## config.mk

```make
export PLATFORM = sky130hd
export DESIGN_NAME = mcsr_top
export DESIGN_NICKNAME = d
export VERILOG_FILES = /design/src/verilog/mcsr_pkg.sv /design/src/verilog/csr_bus_if.sv /design/src/verilog/trap_commit_if.sv /design/src/verilog/csr_regfile.sv /design/src/verilog/irq_line.sv /design/src/verilog/machine_timer.sv /design/src/verilog/mcsr_top.sv /design/src/verilog/trap_arbiter.sv
export SDC_FILE = /design/constraint.sdc
export NUM_CORES = 1
export LEC_CHECK = 0
export ABC_AREA = 1
export BUFFER_PORTS_ARGS = -buffer_cell sky130_fd_sc_hd__buf_2
export CORE_UTILIZATION = 55
export CTS_CLUSTER_SIZE = 30
export DETAILED_ROUTE_END_ITERATION = 8
export GPL_TIMING_DRIVEN = 0
export PLACE_DENSITY = 0.82
export SETUP_SLACK_MARGIN = 0.5
export SYNTH_ARGS = -nofsm -noshare
export SYNTH_HDL_FRONTEND = slang
export SYNTH_SLANG_ARGS = --single-unit
```

## constraint.sdc

```tcl
create_clock -name clk -period 3.05 [get_ports clk]
set_clock_uncertainty 0.15 [all_clocks]
set_input_delay 0.61 -clock clk [delete_from_list [all_inputs] [get_ports clk]]
set_output_delay 0.61 -clock clk [all_outputs]
set_load 0.02 [all_outputs]
```

## src/verilog/mcsr_pkg.sv

```systemverilog
/*
  Shared constants and types for the machine-mode CSR and trap unit.
  RV32 only. ID registers and misa are fixed values, not writable.
  Interrupt lines are indexed 0..2 (soft, timer, ext) and map onto the
  standard mie/mip bit positions, which double as the cause codes.
*/
`default_nettype none

package mcsr_pkg;

    localparam int xlen = 32;

    typedef logic [xlen-1:0] xlen_t;
    typedef logic [11:0]     csr_addr_t;
    typedef logic [xlen-1:0] cause_t;          // bit 31 set for interrupts

    // machine CSR addresses
    localparam csr_addr_t csr_mstatus   = 12'h300;
    localparam csr_addr_t csr_misa      = 12'h301;
    localparam csr_addr_t csr_mie       = 12'h304;
    localparam csr_addr_t csr_mtvec     = 12'h305;
    localparam csr_addr_t csr_mscratch  = 12'h340;
    localparam csr_addr_t csr_mepc      = 12'h341;
    localparam csr_addr_t csr_mcause    = 12'h342;
    localparam csr_addr_t csr_mtval     = 12'h343;
    localparam csr_addr_t csr_mip       = 12'h344;
    localparam csr_addr_t csr_mvendorid = 12'hF11;
    localparam csr_addr_t csr_marchid   = 12'hF12;
    localparam csr_addr_t csr_mimpid    = 12'hF13;
    localparam csr_addr_t csr_mhartid   = 12'hF14;

    // interrupt lines
    localparam int num_irq   = 3;
    localparam int irq_soft  = 0;
    localparam int irq_timer = 1;
    localparam int irq_ext   = 2;

    // mie/mip bit and cause code per line
    localparam int unsigned irq_bit [num_irq] = '{3, 7, 11};

    // mstatus fields
    localparam int mstatus_mie  = 3;
    localparam int mstatus_mpie = 7;

    // read-only identity
    localparam xlen_t misa_value      = 32'h4000_0100;  // RV32I
    localparam xlen_t mvendorid_value = 32'h0000_0000;
    localparam xlen_t marchid_value   = 32'h0000_0000;
    localparam xlen_t mimpid_value    = 32'h0000_0001;
    localparam xlen_t mhartid_value   = 32'h0000_0000;

endpackage

`default_nettype wire

```

## src/verilog/csr_bus_if.sv

```systemverilog
/*
  Four-phase CSR access channel between the core pins and the CSR file.
  Host keeps write, addr and wdata stable from req rise until ack falls.
  rdata is only meaningful while ack is high.
*/
`timescale 1ns/1ps
`default_nettype none

interface csr_bus_if;
    import mcsr_pkg::*;

    logic      req;
    logic      ack;
    logic      write;         // 1 = write, 0 = read only
    csr_addr_t addr;
    xlen_t     wdata;
    xlen_t     rdata;         // old value, also on writes

    modport host (
        output req, write, addr, wdata,
        input  ack, rdata
    );

    modport target (
        input  req, write, addr, wdata,
        output ack, rdata
    );

endinterface

`default_nettype wire

```

## src/verilog/trap_commit_if.sv

```systemverilog
/*
  State update for one taken trap, arbiter to CSR file.
  valid is a single-cycle strobe; the other fields only matter with it.
  For interrupts tval is zero and epc is the next pc.
*/
`timescale 1ns/1ps
`default_nettype none

interface trap_commit_if;
    import mcsr_pkg::*;

    logic   valid;
    cause_t cause;
    xlen_t  epc;
    xlen_t  tval;

    // arbiter side
    modport source (
        output valid, cause, epc, tval
    );

    // CSR file side
    modport sink (
        input valid, cause, epc, tval
    );

endinterface

`default_nettype wire
```

## src/verilog/csr_regfile.sv

```systemverilog
/*
  Machine CSR storage and bus target.
  Writes to misa, mip and the ID registers are dropped; unknown
  addresses read 0. A trap commit has priority over a bus access on the
  same edge, the access then completes one edge later.
  Reads return the value before the write of the same access.
  MPIE is saved on a trap but never restored (no mret).
*/
`timescale 1ns/1ps
`default_nettype none

module csr_regfile (
    input  wire                             clk,
    input  wire                             rst,
    input  wire  [mcsr_pkg::num_irq-1:0]    pending,
    csr_bus_if.target                       bus,
    trap_commit_if.sink                     commit,
    output logic [mcsr_pkg::num_irq-1:0]    mie_bits,
    output logic                            global_ie,
    output mcsr_pkg::xlen_t                 mtvec
);
    import mcsr_pkg::*;

    xlen_t mstatus;
    xlen_t mie;
    xlen_t mscratch;
    xlen_t mepc;
    xlen_t mcause;
    xlen_t mtval;
    xlen_t mip;
    xlen_t rd_value;
    logic  access;

    // new request, not already acked, not bumped by a commit
    assign access = bus.req && !bus.ack && !commit.valid;

    assign global_ie = mstatus[mstatus_mie];

    // scatter/gather between line index and CSR bit
    always_comb begin
        mip = '0;
        for (int i = 0; i < num_irq; i++) begin
            mip[irq_bit[i]] = pending[i];
            mie_bits[i]     = mie[irq_bit[i]];
        end
    end

    always_comb begin
        case (bus.addr)
            csr_mstatus:   rd_value = mstatus;
            csr_misa:      rd_value = misa_value;
            csr_mie:       rd_value = mie;
            csr_mtvec:     rd_value = mtvec;
            csr_mscratch:  rd_value = mscratch;
            csr_mepc:      rd_value = mepc;
            csr_mcause:    rd_value = mcause;
            csr_mtval:     rd_value = mtval;
            csr_mip:       rd_value = mip;
            csr_mvendorid: rd_value = mvendorid_value;
            csr_marchid:   rd_value = marchid_value;
            csr_mimpid:    rd_value = mimpid_value;
            csr_mhartid:   rd_value = mhartid_value;
            default:       rd_value = '0;
        endcase
    end

    always_ff @(posedge clk or negedge rst) begin
        if (!rst) begin
            mstatus  <= '0;
            mie      <= '0;
            mtvec    <= '0;
            mscratch <= '0;
            mepc     <= '0;
            mcause   <= '0;
            mtval    <= '0;
        end else if (commit.valid) begin
            mepc                  <= commit.epc;
            mcause                <= commit.cause;
            mtval                 <= commit.tval;
            mstatus[mstatus_mpie] <= mstatus[mstatus_mie];
            mstatus[mstatus_mie]  <= 1'b0;     // handler runs with interrupts off
        end else if (access && bus.write) begin
            case (bus.addr)
                csr_mstatus:  mstatus  <= bus.wdata;
                csr_mie:      mie      <= bus.wdata;
                csr_mtvec:    mtvec    <= bus.wdata;
                csr_mscratch: mscratch <= bus.wdata;
                csr_mepc:     mepc     <= bus.wdata;
                csr_mcause:   mcause   <= bus.wdata;
                csr_mtval:    mtval    <= bus.wdata;
                default: ;                     // read-only or unmapped
            endcase
        end
    end

    // four-phase target side
    always_ff @(posedge clk or negedge rst) begin
        if (!rst) begin
            bus.ack <= 1'b0;
        end else if (access) begin
            bus.ack <= 1'b1;
        end else if (bus.ack && !bus.req) begin
            bus.ack <= 1'b0;
        end
    end

    always_ff @(posedge clk) begin
        if (access) begin
            bus.rdata <= rd_value;             // stable while ack high
        end
    end

endmodule

`default_nettype wire

```

## src/verilog/irq_line.sv

```systemverilog
/*
  One interrupt line cell: two-flop synchronizer plus the mie mask.
  Raw edges show up on pending two clk edges later.
  The global MIE bit is applied in the arbiter, not here.
*/
`timescale 1ns/1ps
`default_nettype none

module irq_line (
    input  wire  clk,
    input  wire  rst,
    input  wire  raw,          // may be asynchronous to clk
    input  wire  enable,       // matching mie bit
    output logic pending,      // to mip
    output logic fire
);

    logic meta;

    always_ff @(posedge clk or negedge rst) begin
        if (!rst) begin
            meta    <= 1'b0;
            pending <= 1'b0;
        end else begin
            meta    <= raw;
            pending <= meta;
        end
    end

    assign fire = pending & enable;

endmodule

`default_nettype wire

```

## src/verilog/machine_timer.sv

```systemverilog
/*
  Free-running 64-bit mtime, one tick per clk, zero after reset.
  mtimecmp is an input; there is no memory-mapped register here.
  timer_raw goes high one cycle after mtime >= mtimecmp (unsigned)
  and stays high until mtimecmp is moved above mtime again.
*/
`timescale 1ns/1ps
`default_nettype none

module machine_timer (
    input  wire         clk,
    input  wire         rst,
    input  wire  [63:0] mtimecmp,
    output logic [63:0] mtime,
    output logic        timer_raw
);

    logic cmp_hit;

    assign cmp_hit = (mtime >= mtimecmp);     // unsigned compare

    always_ff @(posedge clk or negedge rst) begin
        if (!rst) begin
            mtime <= 64'd0;
        end else begin
            mtime <= mtime + 64'd1;            // wraps after 2^64 ticks
        end
    end

    always_ff @(posedge clk or negedge rst) begin
        if (!rst) begin
            timer_raw <= 1'b0;
        end else begin
            timer_raw <= cmp_hit;              // level, re-evaluated each cycle
        end
    end

endmodule

`default_nettype wire

```

## src/verilog/mcsr_top.sv

```systemverilog
/*
  Top level of the machine-mode trap and CSR unit, plain pins only.
  exc_valid must be held by the core until trap_req is seen.
  ext_irq and soft_irq may be asynchronous; they are synchronized here.
  mtimecmp comes from outside and is sampled every cycle.
*/
`timescale 1ns/1ps
`default_nettype none

module mcsr_top (
    input  wire                         clk,
    input  wire                         rst,
    input  wire                         csr_req,
    input  wire                         csr_write,
    input  wire  mcsr_pkg::csr_addr_t   csr_addr,
    input  wire  mcsr_pkg::xlen_t       csr_wdata,
    output logic                        csr_ack,
    output mcsr_pkg::xlen_t             csr_rdata,
    input  wire                         exc_valid,
    input  wire  mcsr_pkg::cause_t      exc_code,
    input  wire  mcsr_pkg::xlen_t       exc_pc,
    input  wire  mcsr_pkg::xlen_t       exc_tval,
    input  wire  mcsr_pkg::xlen_t       next_pc,
    input  wire                         trap_hold,
    output logic                        trap_req,
    input  wire                         trap_ack,
    output mcsr_pkg::xlen_t             trap_pc,
    input  wire                         ext_irq,
    input  wire                         soft_irq,
    input  wire  [63:0]                 mtimecmp,
    output logic [63:0]                 mtime
);
    import mcsr_pkg::*;

    logic               timer_raw;
    logic               global_ie;
    xlen_t              mtvec;
    logic [num_irq-1:0] raw_lines;
    logic [num_irq-1:0] pending;
    logic [num_irq-1:0] fire;
    logic [num_irq-1:0] mie_bits;

    csr_bus_if     bus ();
    trap_commit_if commit ();

    // host side of the CSR channel is the pin set
    assign bus.req   = csr_req;
    assign bus.write = csr_write;
    assign bus.addr  = csr_addr;
    assign bus.wdata = csr_wdata;
    assign csr_ack   = bus.ack;
    assign csr_rdata = bus.rdata;

    assign raw_lines[irq_soft]  = soft_irq;
    assign raw_lines[irq_timer] = timer_raw;
    assign raw_lines[irq_ext]   = ext_irq;

    machine_timer u_timer (
        .clk       (clk),
        .rst       (rst),
        .mtimecmp  (mtimecmp),
        .mtime     (mtime),
        .timer_raw (timer_raw)
    );

    for (genvar i = 0; i < num_irq; i++) begin : g_irq
        irq_line u_line (
            .clk     (clk),
            .rst     (rst),
            .raw     (raw_lines[i]),
            .enable  (mie_bits[i]),
            .pending (pending[i]),
            .fire    (fire[i])
        );
    end

    trap_arbiter u_arb (
        .clk       (clk),
        .rst       (rst),
        .fire      (fire),
        .global_ie (global_ie),
        .mtvec     (mtvec),
        .exc_valid (exc_valid),
        .exc_code  (exc_code),
        .exc_pc    (exc_pc),
        .exc_tval  (exc_tval),
        .next_pc   (next_pc),
        .trap_hold (trap_hold),
        .trap_req  (trap_req),
        .trap_pc   (trap_pc),
        .trap_ack  (trap_ack),
        .commit    (commit.source)
    );

    csr_regfile u_csr (
        .clk       (clk),
        .rst       (rst),
        .pending   (pending),
        .bus       (bus.target),
        .commit    (commit.sink),
        .mie_bits  (mie_bits),
        .global_ie (global_ie),
        .mtvec     (mtvec)
    );

endmodule

`default_nettype wire

```

## src/verilog/trap_arbiter.sv

```systemverilog
/*
  Trap priority and redirect to the core.
  Order: exception, then external, software, timer interrupt.
  Interrupts need global_ie. A trap is taken only with trap_req, trap_ack
  and trap_hold all low; the commit strobe fires on that same edge.
  Vectored mode (mtvec[0]) only offsets interrupts, exceptions go to base.
*/
`timescale 1ns/1ps
`default_nettype none

module trap_arbiter (
    input  wire                             clk,
    input  wire                             rst,
    input  wire  [mcsr_pkg::num_irq-1:0]    fire,
    input  wire                             global_ie,
    input  wire  mcsr_pkg::xlen_t           mtvec,
    input  wire                             exc_valid,
    input  wire  mcsr_pkg::cause_t          exc_code,
    input  wire  mcsr_pkg::xlen_t           exc_pc,
    input  wire  mcsr_pkg::xlen_t           exc_tval,
    input  wire  mcsr_pkg::xlen_t           next_pc,
    input  wire                             trap_hold,
    output logic                            trap_req,
    output mcsr_pkg::xlen_t                 trap_pc,
    input  wire                             trap_ack,
    trap_commit_if.source                   commit
);
    import mcsr_pkg::*;

    logic   irq_any;
    logic   take;
    xlen_t  irq_code;
    xlen_t  base;
    cause_t sel_cause;
    xlen_t  sel_epc;
    xlen_t  sel_tval;
    xlen_t  sel_pc;

    assign irq_any = global_ie & (|fire);

    // fixed interrupt ranking
    always_comb begin
        irq_code = '0;
        if (fire[irq_ext]) begin
            irq_code = xlen_t'(irq_bit[irq_ext]);
        end else if (fire[irq_soft]) begin
            irq_code = xlen_t'(irq_bit[irq_soft]);
        end else if (fire[irq_timer]) begin
            irq_code = xlen_t'(irq_bit[irq_timer]);
        end
    end

    assign base = {mtvec[xlen-1:2], 2'b00};

    always_comb begin
        if (exc_valid) begin                   // exceptions always win
            sel_cause = exc_code;
            sel_epc   = exc_pc;
            sel_tval  = exc_tval;
            sel_pc    = base;
        end else begin
            sel_cause = {1'b1, irq_code[xlen-2:0]};
            sel_epc   = next_pc;
            sel_tval  = '0;
            sel_pc    = mtvec[0] ? (base + (irq_code << 2)) : base;
        end
    end

    // idle on both sides and not held off by the core
    assign take = !trap_req && !trap_ack && !trap_hold && (exc_valid || irq_any);

    always_ff @(posedge clk or negedge rst) begin
        if (!rst) begin
            trap_req <= 1'b0;
        end else if (!trap_req) begin
            trap_req <= take;
        end else if (trap_ack) begin
            trap_req <= 1'b0;                  // wait for ack low before next take
        end
    end

    always_ff @(posedge clk) begin
        if (take) begin
            trap_pc <= sel_pc;                 // held through back-pressure
        end
    end

    assign commit.valid = take;
    assign commit.cause = sel_cause;
    assign commit.epc   = sel_epc;
    assign commit.tval  = sel_tval;

endmodule

`default_nettype wire

```

Word level (Yosys, flattened, before mapping)
Cells that the tools add are included.
Storage, ports and cells
  flip-flop bits (word level): 361
Cells by class
  equality and inequality tests: 10
  reductions and logical operators: 30
  mux-type cells: 26
  $add $sub $neg: 2
  order comparisons: 1
  bitwise logic cells: 6
Operators with widths (number)
  32-bit 2-to-1 mux: 14
  32-bit one-hot mux with 10 select lines: 1
  12-bit by 10-bit == test with 1-bit output, second input constant: 9
  64-bit by 1-bit adder with 64-bit output, second input constant: 1
  64-bit >= comparator: 1
  32-bit adder: 1
  31-bit 2-to-1 mux: 1
  8-bit 2-to-1 mux: 2
  12-bit == test, second input constant: 1
  3-bit AND reduction: 4
  2-bit nonzero test: 6
  2-bit AND reduction: 4
  1-bit logical AND: 7
  1-bit zero test: 6
  1-bit 2-to-1 mux: 6
  3-bit 2-to-1 mux: 2
  1-bit AND: 4
  3-bit OR reduction: 1
  1-bit NOT: 2
  2-bit OR reduction: 1
  1-bit logical OR: 1

Longest topological paths before layout
Gate-level depths: netlist of run 1.
  depth in word-level cells: 10
  mapped depth: 15
  depth with buffers taken out: 15

By module
From an unflattened synthesis of run 1, not the netlist that was laid out.
Unflattened totals
  cells, all modules: 2666
  area, all modules: 20243.2 um2
By module, submodules not included
  csr_regfile: area an instance 11811.3 um2, cells an instance 1443, instances 1
  machine_timer: area an instance 5238.8 um2, cells an instance 712, instances 1
  trap_arbiter: area an instance 3020.4 um2, cells an instance 499, instances 1
  irq_line: area an instance 57.6 um2, cells an instance 4, instances 3

Worst setup path after synthesis of run 1
Ideal clock, no wire load.
  kind: input-to-reg
  start point: in exc_valid
  end point: reg u_csr.bus.rdata[0], enable pin
  arrival time: 2.154 ns
  library setup time: 0.387 ns
  data required time: 2.513 ns
  cell stages on the path: 8
  setup slack: 0.359 ns
  cell sequence: buf_2 -> inv_2 -> o21ai_2 -> nand2_4 -> buf_6 -> buf_4 -> nand2_1 -> inv_1
Between the ends
  word-level cells in the longest chain between the ends: 4
Ends and longest elaborated chain
  start: declaration: RTL line mcsr_top.sv:19  | input wire exc_valid,
  1-bit logical OR: RTL line trap_arbiter.sv:70  | assign take = !trap_req && !trap_ack && !trap_hold && (exc_valid || irq_any);
  1-bit logical AND: RTL line trap_arbiter.sv:70
  1-bit zero test: RTL line csr_regfile.sv:35  | assign access = bus.req && !bus.ack && !commit.valid;
  1-bit logical AND: RTL line csr_regfile.sv:35
  named net u_csr.access: RTL line csr_regfile.sv:32  | logic access;
  end signal: assignment: RTL line csr_regfile.sv:109  | bus.rdata <= rd_value;
  end: declaration: RTL line csr_bus_if.sv:26  | output ack, rdata
The timed path passes the listed nets, and every way through them passes these cells.
A chain may end at the register's enable or synchronous reset.

Worst setup path in the final report of run 1
  start point: reg u_csr.mie[11]
  end point: reg u_arb.trap_pc[20] (data pin)
Between the ends
  word-level cells in the longest chain between the ends: 5
Ends and longest elaborated chain
  start: declaration: RTL line csr_regfile.sv:25  | xlen_t mie;
  start signal: assignment: RTL line csr_regfile.sv:85  | csr_mie: mie <= bus.wdata;
  1-bit AND: RTL line irq_line.sv:30  | assign fire = pending & enable;
  31-bit 2-to-1 mux: RTL line trap_arbiter.sv:44  | if (fire[irq_ext]) begin
  32-bit adder: RTL line trap_arbiter.sv:65  | sel_pc = mtvec[0] ? (base + (irq_code << 2)) : base;
  32-bit 2-to-1 mux: RTL line trap_arbiter.sv:65
  32-bit 2-to-1 mux: RTL line trap_arbiter.sv:56  | if (exc_valid) begin
  named net u_arb.sel_pc[20]: RTL line trap_arbiter.sv:37  | xlen_t sel_pc;
  end signal: assignment: RTL line trap_arbiter.sv:84  | trap_pc <= sel_pc;
  end: declaration: RTL line trap_arbiter.sv:24  | output mcsr_pkg::xlen_t trap_pc,
The timed path passes the listed nets, and every way through them passes these cells.

==> run summary, run 1 <==
The flow ran to the end, and the final reports show no timing, DRC or antenna violations. Data on the critical path is required at its endpoint by 3.30 ns. The run gives 7 as the number of antenna violations at the first check in global routing. Buffer cell driving the clock tree root: sky130_fd_sc_hd__clkbuf_16.

The tools report the detailed-routing iteration count for the pre-antenna-repair pass as 6. The clock transition time at the flip-flop clock pins of the worst setup and hold paths is 0.06 ns. For the count of placed standard cells including taps, the log shows 3564.

The peak per-stage delay on the critical path is 0.42 ns. Class of the worst hold path: in2reg. The sequential share of power is 48.6%.

The run gives 0 as the global route total overflow. The die covers 37800 um^2. TritonCTS built the clock tree. The width of the chip was 194 um; the count of unique library cells instantiated by Yosys was 47. Setup repair after global routing could not meet its margin everywhere. STA puts the critical path data arrival time at 2.80 ns. The internal power of the cells totals 0.00840 W. For the final-report max-slew violation count, the log shows 0. The total net switching power was 0.00307 W; the number of hold violations in the final report was 0.

The critical path launch point type is a flop. The slowest stage of the critical path belongs to the cell sky130_fd_sc_hd__dfrtp_1. The violation count after the first detailed-routing iteration is 2191.

The worst path uses 83.8% of the clock period. The worst path buffer plus inverter count came out at 2. In this run the vertical extent of the chip is 194 um.

Dividing total power by cell area gives a power density of 470 nW/um^2. For the clock sink total, the log shows 359. The cell that appears most often on the critical path is sky130_fd_sc_hd__nand3_4. The wire length of the first global-routing pass came out at 112000 um.

For the final routed wirelength across all metal layers, the log shows 74100 um. Among all flip-flop cells after synthesis, the most frequent one is sky130_fd_sc_hd__dfrtp_1. The synthesized cell area is 20400 um^2. Of all flip-flops after synthesis, the portion carrying an async set or reset was 82.7%. The mean instance size in the synthesized netlist came out at 7.48 um^2. In the synthesized netlist, the cells that appear most often are 1109 x sky130_fd_sc_hd__nand2_1, 297 x sky130_fd_sc_hd__dfrtp_1, 241 x sky130_fd_sc_hd__nand3_1. Summed over its instances, the top area cell type makes up 36.5% of the synthesized netlist area. The switching portion of total power is 26.8%. The run gives 20600 as the total via count after detailed routing. The number of clock buffers added by TritonCTS is 38.

On the critical path the largest part of the delay comes from simple AND/OR/NAND/NOR gates. Dividing the detail-routed via count by the number of cells gives 5.64. The run gives 70 as the placement row count. The worst setup path is captured at a flop. The count of boundary I/O pins is 375. The routed design could run at a clock period as short as 2.56 ns. The congestion estimate from routability-driven global placement came to 1.02. Traced cell by cell, the critical path runs through nand2_4 > nand3_4 > ha_4 > inv_2 > fa_2 > nor2_4 > o21ai_2 > nand2_2 > nand3_4 > nor3_4 > buf_4 > xor2_1. The run gives 0.0214 ns as the worst hold margin.

Ranked by total cell area, the synthesized netlist is headed by sky130_fd_sc_hd__dfrtp_1 37%, sky130_fd_sc_hd__nand2_1 20%, sky130_fd_sc_hd__edfxtp_1 9.1%. For this run, the number of Yosys warnings is 0. Entering global routing, the biggest net connects 123 pins.

For the worst-skew pair, the clock arrives at the later sink with an insertion delay of 0.56 ns. Setup violations remaining at the end of the flow were counted as 0. The number of standard cells after synthesis is 2723.

The synthesized design contains 62 enable-type register cells. In this run the standard cell core region covers 36500 um^2. Compared with the post-synthesis result, the final layout area differs by 20.0%.

The via count of the first global-routing pass was 20000. The run gives 0 as the count of maximum capacitance violations. The tools report the static power due to leakage as 13.1 nW. The tools report the overall routing resource usage as 39.3%.

Library cell with the largest summed area after synthesis: sky130_fd_sc_hd__dfrtp_1. By instance count, the leading cell after synthesis is sky130_fd_sc_hd__nand2_1. The clock network accounts for 40.0% of the total power.

The synthesized flop and latch total works out to 359. The number of buffers on the longest clock path is 3, and the layout net count is 3466. The worst-case IR drop observed on VDD is 0.354 mV. The largest fanout on the critical path is 5. The clock tree synthesis step divided the H-tree into 2 levels. For the final instance count without filler cells, the log shows 3652. Summed over all nets, the half-perimeter wirelength after detailed placement is 58200 um. The run gives 0 as the remaining design rule violation count. In this run the tightest slew margin relative to its limit is 33.7%. Fraction of final layout cells with drive strength greater than 1: 18.0%. The final sum of negative setup slack came out at 0 ns. Timing would allow up to 391 MHz.

At the pin with the least slew margin, the transition time is 0.988 ns. The share of the Yosys chip area taken by registers is 45.7%. The initial utilization of the core area, before any placement, comes to 55.7%. The setup path with the least slack is of type reg2reg. The share of total power dissipated in combinational logic is 11.4%.

Final routed wire length divided by cell count: 20.3 um. Fill cells in the final layout number 3193. The count of buffers added on input and output ports is 370. In this run the remaining antenna-violating nets after routing total 0.
[cells by family after synthesis]
family,count (synthesis),synth area share (%)
DFF,359,45.7
buffers and inverters,338,7.13
and+or+nand+nor,1654,33.8
other,1,0.0184
adders and majority gates,69,4.28
xor gates and xnor gates,75,3.23
AOI/OAI and AO/OA,227,5.91
[power by group through the flow]
stage	Combinational [W]	Clock [W]	Sequential (W)
after detailed placement	0.00126	0	0.00565
final	0.00131	0.00459	0.00558
after global routing	0.00145	0.00479	0.00561
after global placement	0.00121	0	0.00563
after floorplan	0.000666	0	0.00561
after CTS	0.00129	0.00460	0.00556
[through the flow]
step / util [%] / cell area, um^2 / worst slack [ns] / power [W]
finish: 66.9 / 24400 / 0.494 / 0.0115
global route: 66.9 / 24400 / 0.397 / 0.0118
CTS: 66.6 / 24300 / 0.504 / 0.0115
detailed placement: 62.6 / 22900 / -0.433 / 0.00690
global placement: 62.4 / 22800 / -4.35 / 0.00684
floorplan: - / 20400 / 0.532 / 0.00628
[area by class of cell]
cell class | instances | area (um^2) | area share [%]
Clock buffer | 59 | 1130 | 4.63
Buffer | 103 | 576 | 2.36
Inverter | 235 | 886 | 3.63
Tap cell | 468 | 586 | 2.40
Multi-Input combinational cell | 2027 | 9770 | 40.0
Antenna cell | 3 | 7.51 | 0.0307
Sequential cell | 359 | 9300 | 38.1
Timing Repair Buffer | 387 | 2080 | 8.50
Timing Repair inverter | 1 | 7.51 | 0.0307
Clock inverter | 10 | 91.3 | 0.374
[repair_timing]
item / CTS / global route
hold buffers: 1 / 0
pin swaps: 6 / 10
buffers inserted: 11 / 3
endpoints found under the hold margin: 84 / 0
setup endpoints to repair: 91 / 32
gates cloned: 1 / 0
resized for setup: 24 / 20
[per-layer routing]
metal	track usage, %	vias up	routed length, um
li1	-	9539	-
met1	47.9	9632	27500
met2	65.9	1176	35300
met3	7.34	229	6970
met4	21.6	8	4260
met5	0	-	50
[sequential cells by signal, indices dropped and copies added (netlist names), 30 cells and up]
name / cells
u_csr.mstatus: 32
u_csr.bus.rdata: 32
u_csr.mtval: 32
u_csr.mie: 32
u_csr.mscratch: 32
u_csr.mtvec: 32
u_timer.mtime: 64
u_csr.mcause: 32
u_arb.trap_pc: 30
u_csr.mepc: 32
[worst paths after layout]
path | from | to | slack [ns] | depth (start not counted)
max reg2reg | u_csr.mie[11]$_DFFE_PN0P_ | u_arb.trap_pc[20]$_DFFE_PN_ | 0.49 | 12
min reg2reg | g_irq[0].u_line.meta$_DFF_PN0_ | g_irq[0].u_line.pending$_DFF_PN0_ | 0.21 | 0
max | u_csr.mie[11]$_DFFE_PN0P_ | u_arb.trap_pc[20]$_DFFE_PN_ | 0.49 | 12
min | soft_irq | g_irq[0].u_line.meta$_DFF_PN0_ | 0.02 | 1
max in group asynchronous | rst | u_timer.mtime[43]$_DFF_PN0_ | 1.16 | 3
min in group asynchronous | rst | u_csr.mscratch[14]$_DFFE_PN0P_ | 0.49 | 2
[placed cells by master, fill, tap and decap left out, types with 7 or more instances in the layout]
master / n
sky130_fd_sc_hd__nor2_4: 7
sky130_fd_sc_hd__clkbuf_1: 47
sky130_fd_sc_hd__edfxtp_1: 62
sky130_fd_sc_hd__nand4_1: 34
sky130_fd_sc_hd__buf_6: 14
sky130_fd_sc_hd__buf_2: 406
sky130_fd_sc_hd__nand2_4: 7
sky130_fd_sc_hd__o21ai_1: 40
sky130_fd_sc_hd__nand2_1: 1103
sky130_fd_sc_hd__o21ai_0: 124
sky130_fd_sc_hd__inv_2: 8
sky130_fd_sc_hd__clkbuf_16: 38
sky130_fd_sc_hd__inv_1: 226
sky130_fd_sc_hd__ha_1: 67
sky130_fd_sc_hd__nor3_1: 46
sky130_fd_sc_hd__xnor2_1: 26
sky130_fd_sc_hd__nor2_1: 175
sky130_fd_sc_hd__nand3_1: 239
sky130_fd_sc_hd__xor2_1: 47
sky130_fd_sc_hd__a21oi_1: 51
sky130_fd_sc_hd__dfrtp_1: 296
sky130_fd_sc_hd__nor2_2: 9
sky130_fd_sc_hd__buf_4: 23
sky130_fd_sc_hd__clkbuf_8: 10
[worst reg2reg max path, cell delays in order (launching register included)]
cell                      delay [ns]
sky130_fd_sc_hd__dfrtp_1        0.42
sky130_fd_sc_hd__nand2_4        0.09
sky130_fd_sc_hd__nand3_4        0.13
sky130_fd_sc_hd__ha_4           0.15
sky130_fd_sc_hd__inv_2          0.04
sky130_fd_sc_hd__fa_2           0.39
sky130_fd_sc_hd__nor2_4         0.13
sky130_fd_sc_hd__o21ai_2        0.06
sky130_fd_sc_hd__nand2_2        0.13
sky130_fd_sc_hd__nand3_4        0.19
sky130_fd_sc_hd__nor3_4         0.25
sky130_fd_sc_hd__buf_4          0.14
sky130_fd_sc_hd__xor2_1         0.16
No activity file was read; power rests on OpenSTA's default activity.
==> inputs of run 2 (changes only) <==
- CORE_UTILIZATION: 55 -> 51
- PLACE_DENSITY: 0.82 -> 0.8
- clock period: 3.05 -> 2.3 ns (I/O delays scaled with it)
==> run 2 against run 1 <==
  * The run now ends with hold timing, setup timing left
  * Power increased by 36%
  * Wire length increased by 5.9%
  * Critical path type unchanged
  * Clock-buffer cell count decreased by 3
  * Non-clock buffer count increased by 46
  * Largest cell class unchanged
  * Global-route usage decreased by 1.2 points
  * Via count increased by 3.3%
  * Critical path depth increased by 1
  * Critical endpoint is now u_arb.trap_pc[28]$_DFFE_PN_
==> run summary, run 2 (synthesis gave the netlist of run 1 again) <==
The startpoint identified for the worst register-to-register timing path is g_irq[1].u_line.pending$_DFF_PN0_. The tools report the critical path endpoint category as a flop. During placement, the flow inserted port buffers numbering 370.

The logs give -0.281 ns for the worst setup margin and 39000 um^2 for the placeable core region. The average via count per standard cell was 5.67. From left edge to right edge, the die measures 202 um.

Number of flip-flops under the largest register name: 64. The number of clock buffers added by TritonCTS is 38. The run gives 20700 as the via count of the first global-routing pass.

The largest single stage delay on the critical path is 0.43 ns. The global route total overflow was 0; the finished layout cell area was 25800 um^2. Final routed wire length divided by cell count: 21.0 um. The flow ran to the end, but the final reports show violations. The cell class contributing the biggest share of worst-path delay was simple AND/OR/NAND/NOR gates. The worst register-to-register path ends at u_arb.trap_pc[28]$_DFFE_PN_. Setup repair after global routing could not meet its margin everywhere.

At the pin with the least slew margin, the transition time is 0.921 ns. The detailed-routing iteration count for the pre-antenna-repair pass came out at 8. The critical path goes through nand2_2 > nand3_4 > ha_4 > inv_2 > fa_2 > nor2_4 > o21ai_2 > nand2_2 > nand3_4 > nor2_4 > nand3_2 > nand2_1 > nand2_1. The count of maximum capacitance violations is 0, and the fraction of final layout cells with drive strength greater than 1 is 22.1%.

The clock transition time at the flip-flop clock pins of the worst setup and hold paths works out to 0.06 ns. The tree is rooted in a sky130_fd_sc_hd__clkbuf_16. The remaining antenna violation count is 0, and the power density over the cells is 605 nW/um^2. For this block, the initial DRC count from the detailed router was 2159.

The tools report the number of antenna violations at the first check in global routing as 8. For the finished layout, the period the worst path requires is 2.58 ns. VDD sags by at most 0.482 mV. The final sum of negative setup slack is -4.75 ns, and the final-report max-slew violation count is 0. The tightest min-delay check is of the in2async type. The max-slew headroom at the worst pin is 38.6%, and the overall die height is 202 um.

The worst register-to-register path has a depth of 13. The area growth from synthesis to layout is 27.0%. Leaving out fill and tap cells, the most frequent cells in the layout are 1089 x sky130_fd_sc_hd__nand2_1, 390 x sky130_fd_sc_hd__buf_2, 271 x sky130_fd_sc_hd__dfrtp_1, 230 x sky130_fd_sc_hd__nand3_1, 225 x sky130_fd_sc_hd__inv_1.

No sink is reached through more buffers than the 3 on the longest clock path. By startpoint and endpoint, the worst setup path is classified as reg2reg. The run gives 23300 um^2 as the instance area after placement. Counting flops per register, the top entry is u_timer.mtime.

The worst hold margin is -0.350 ns, and the H-tree depth reported by CTS is 2. For the data arrival time of the critical path, the log shows 2.73 ns. The detailed placer's ending HPWL was 58600 um; the placement row count was 72. For the die area, the log shows 40700 um^2. The library cell used most frequently in the layout, excluding fill and tap cells, is sky130_fd_sc_hd__nand2_1. Entering global routing, the biggest net connects 89 pins.

The logic depth of the worst path, buffers included came out at 13. Across all register-to-register paths, the minimum setup slack is -0.28 ns. For the number of hold buffers added after CTS, the log shows 2.

Data on the critical path is required at its endpoint by 2.45 ns. Setup violations remaining at the end of the flow were counted as 52. For this block, the routed nets add up to 78500 um of wire. The clock insertion delay at the later pin of the skew report is 0.55 ns. The highest attainable clock frequency is 387 MHz. Of all nets on the critical path, the largest fanout is 4.

The checks that failed: hold timing, setup timing. The run gives 3235 as the layout filler cell count. Once layout is complete, the utilization of the core stands at 66.3%. STA classifies the critical path startpoint as a flop. The critical path ends at u_arb.trap_pc[28]$_DFFE_PN_.

The clock drives 359 sinks. Once the floorplan was initialized, standard cells occupied 52.2% of the core. At the end of the flow, the number of nets in the layout was 3512. The worst path buffer plus inverter count is 1. The wire length of the first global-routing pass came out at 117000 um. The static power due to leakage is 13.7 nW.

For the final weighted congestion in routability-driven placement, the log shows 1.00. On the critical path, the stage with the largest delay is an instance of sky130_fd_sc_hd__dfrtp_1. TritonCTS built the clock tree. Remaining design rule violation count: 0.

The detailed router placed 21300 vias in this run. For this design the top-level I/O count stands at 375. Tracing the worst setup path back leads to its startpoint at g_irq[1].u_line.pending$_DFF_PN0_.

The run gives 46 as the number of hold violations in the final report. The worst path uses 112% of the clock period. The overall routing resource usage came out at 38.1%.
## run 2: metal layers
| metal | global-route usage, % | share of wire (%) |
|---|---|---|
| met4 | 23.6 | 7.1 |
| met2 | 62.6 | 47 |
| met3 | 7.87 | 9.8 |
| met1 | 45.9 | 36 |
| met5 | 0 | 0.099 |
## run 2: worst min path at each step
stage                     slack, ns                                 to  cells after the start
after floorplan                0.01     g_irq[0].u_line.meta$_DFF_PN0_                      0
after global placement         0.18  g_irq[0].u_line.pending$_DFF_PN0_                      0
after detailed placement       0.19  g_irq[0].u_line.pending$_DFF_PN0_                      0
after CTS                     -0.33        u_timer.mtime[56]$_DFF_PN0_                      1
after global routing          -0.33        u_timer.mtime[56]$_DFF_PN0_                      1
final                         -0.35        u_timer.mtime[56]$_DFF_PN0_                      1
## run 2: power by group
group | total, W | internal [W] | switching, W
sequential | 0.00740 | 0.00704 | 0.000368
clock | 0.00635 | 0.00369 | 0.00266
combinational | 0.00187 | 0.000673 | 0.00119
total | 0.0156 | 0.0114 | 0.00423
## run 2: worst reg2reg max path: stages, from the launching register on
cell and delay [ns]:
sky130_fd_sc_hd__dfrtp_1 0.43, sky130_fd_sc_hd__nand2_2 0.12, sky130_fd_sc_hd__nand3_4 0.11, sky130_fd_sc_hd__ha_4 0.14, sky130_fd_sc_hd__inv_2 0.03, sky130_fd_sc_hd__fa_2 0.36, sky130_fd_sc_hd__nor2_4 0.12, sky130_fd_sc_hd__o21ai_2 0.07
sky130_fd_sc_hd__nand2_2 0.17, sky130_fd_sc_hd__nand3_4 0.19, sky130_fd_sc_hd__nor2_4 0.21, sky130_fd_sc_hd__nand3_2 0.09, sky130_fd_sc_hd__nand2_1 0.08, sky130_fd_sc_hd__nand2_1 0.07
## run 2: area by class of cell
type	count	area (um^2)	share of cell area (%)
clock inverters	12	131	0.508
clock buffers	56	1140	4.42
inverters	235	906	3.51
well taps	518	648	2.51
repair inverters	1	7.51	0.0290
repair buffers	433	2640	10.2
multi-input cells	2027	10200	39.6
plain buffers	103	793	3.07
diodes	4	10.0	0.0387
flip-flops and latches	359	9330	36.1
## run 2: per-stage QoR
| step | total power (W) | setup WS [ns] | instances | hold WS, ns |
|---|---|---|---|---|
| final | 0.0156 | -0.281 | 3748 | -0.350 |
| after global routing | 0.0161 | -0.306 | 3744 | -0.334 |
| after CTS | 0.0156 | -0.158 | 3738 | -0.333 |
| after detailed placement | 0.00918 | -0.929 | 3615 | 0.186 |
| after global placement | 0.00908 | -5.54 | 3612 | 0.183 |
| after floorplan | 0.00834 | 0.0455 | 2724 | 0.0144 |
## run 2: repair_timing
action / CTS / global route
endpoints found under the hold margin: 48 / 46
buffers inserted: 40 / 5
gates resized for setup: 142 / 51
gates cloned: 13 / 1
pin swaps: 24 / 14
endpoints found under the setup margin: 451 / 454
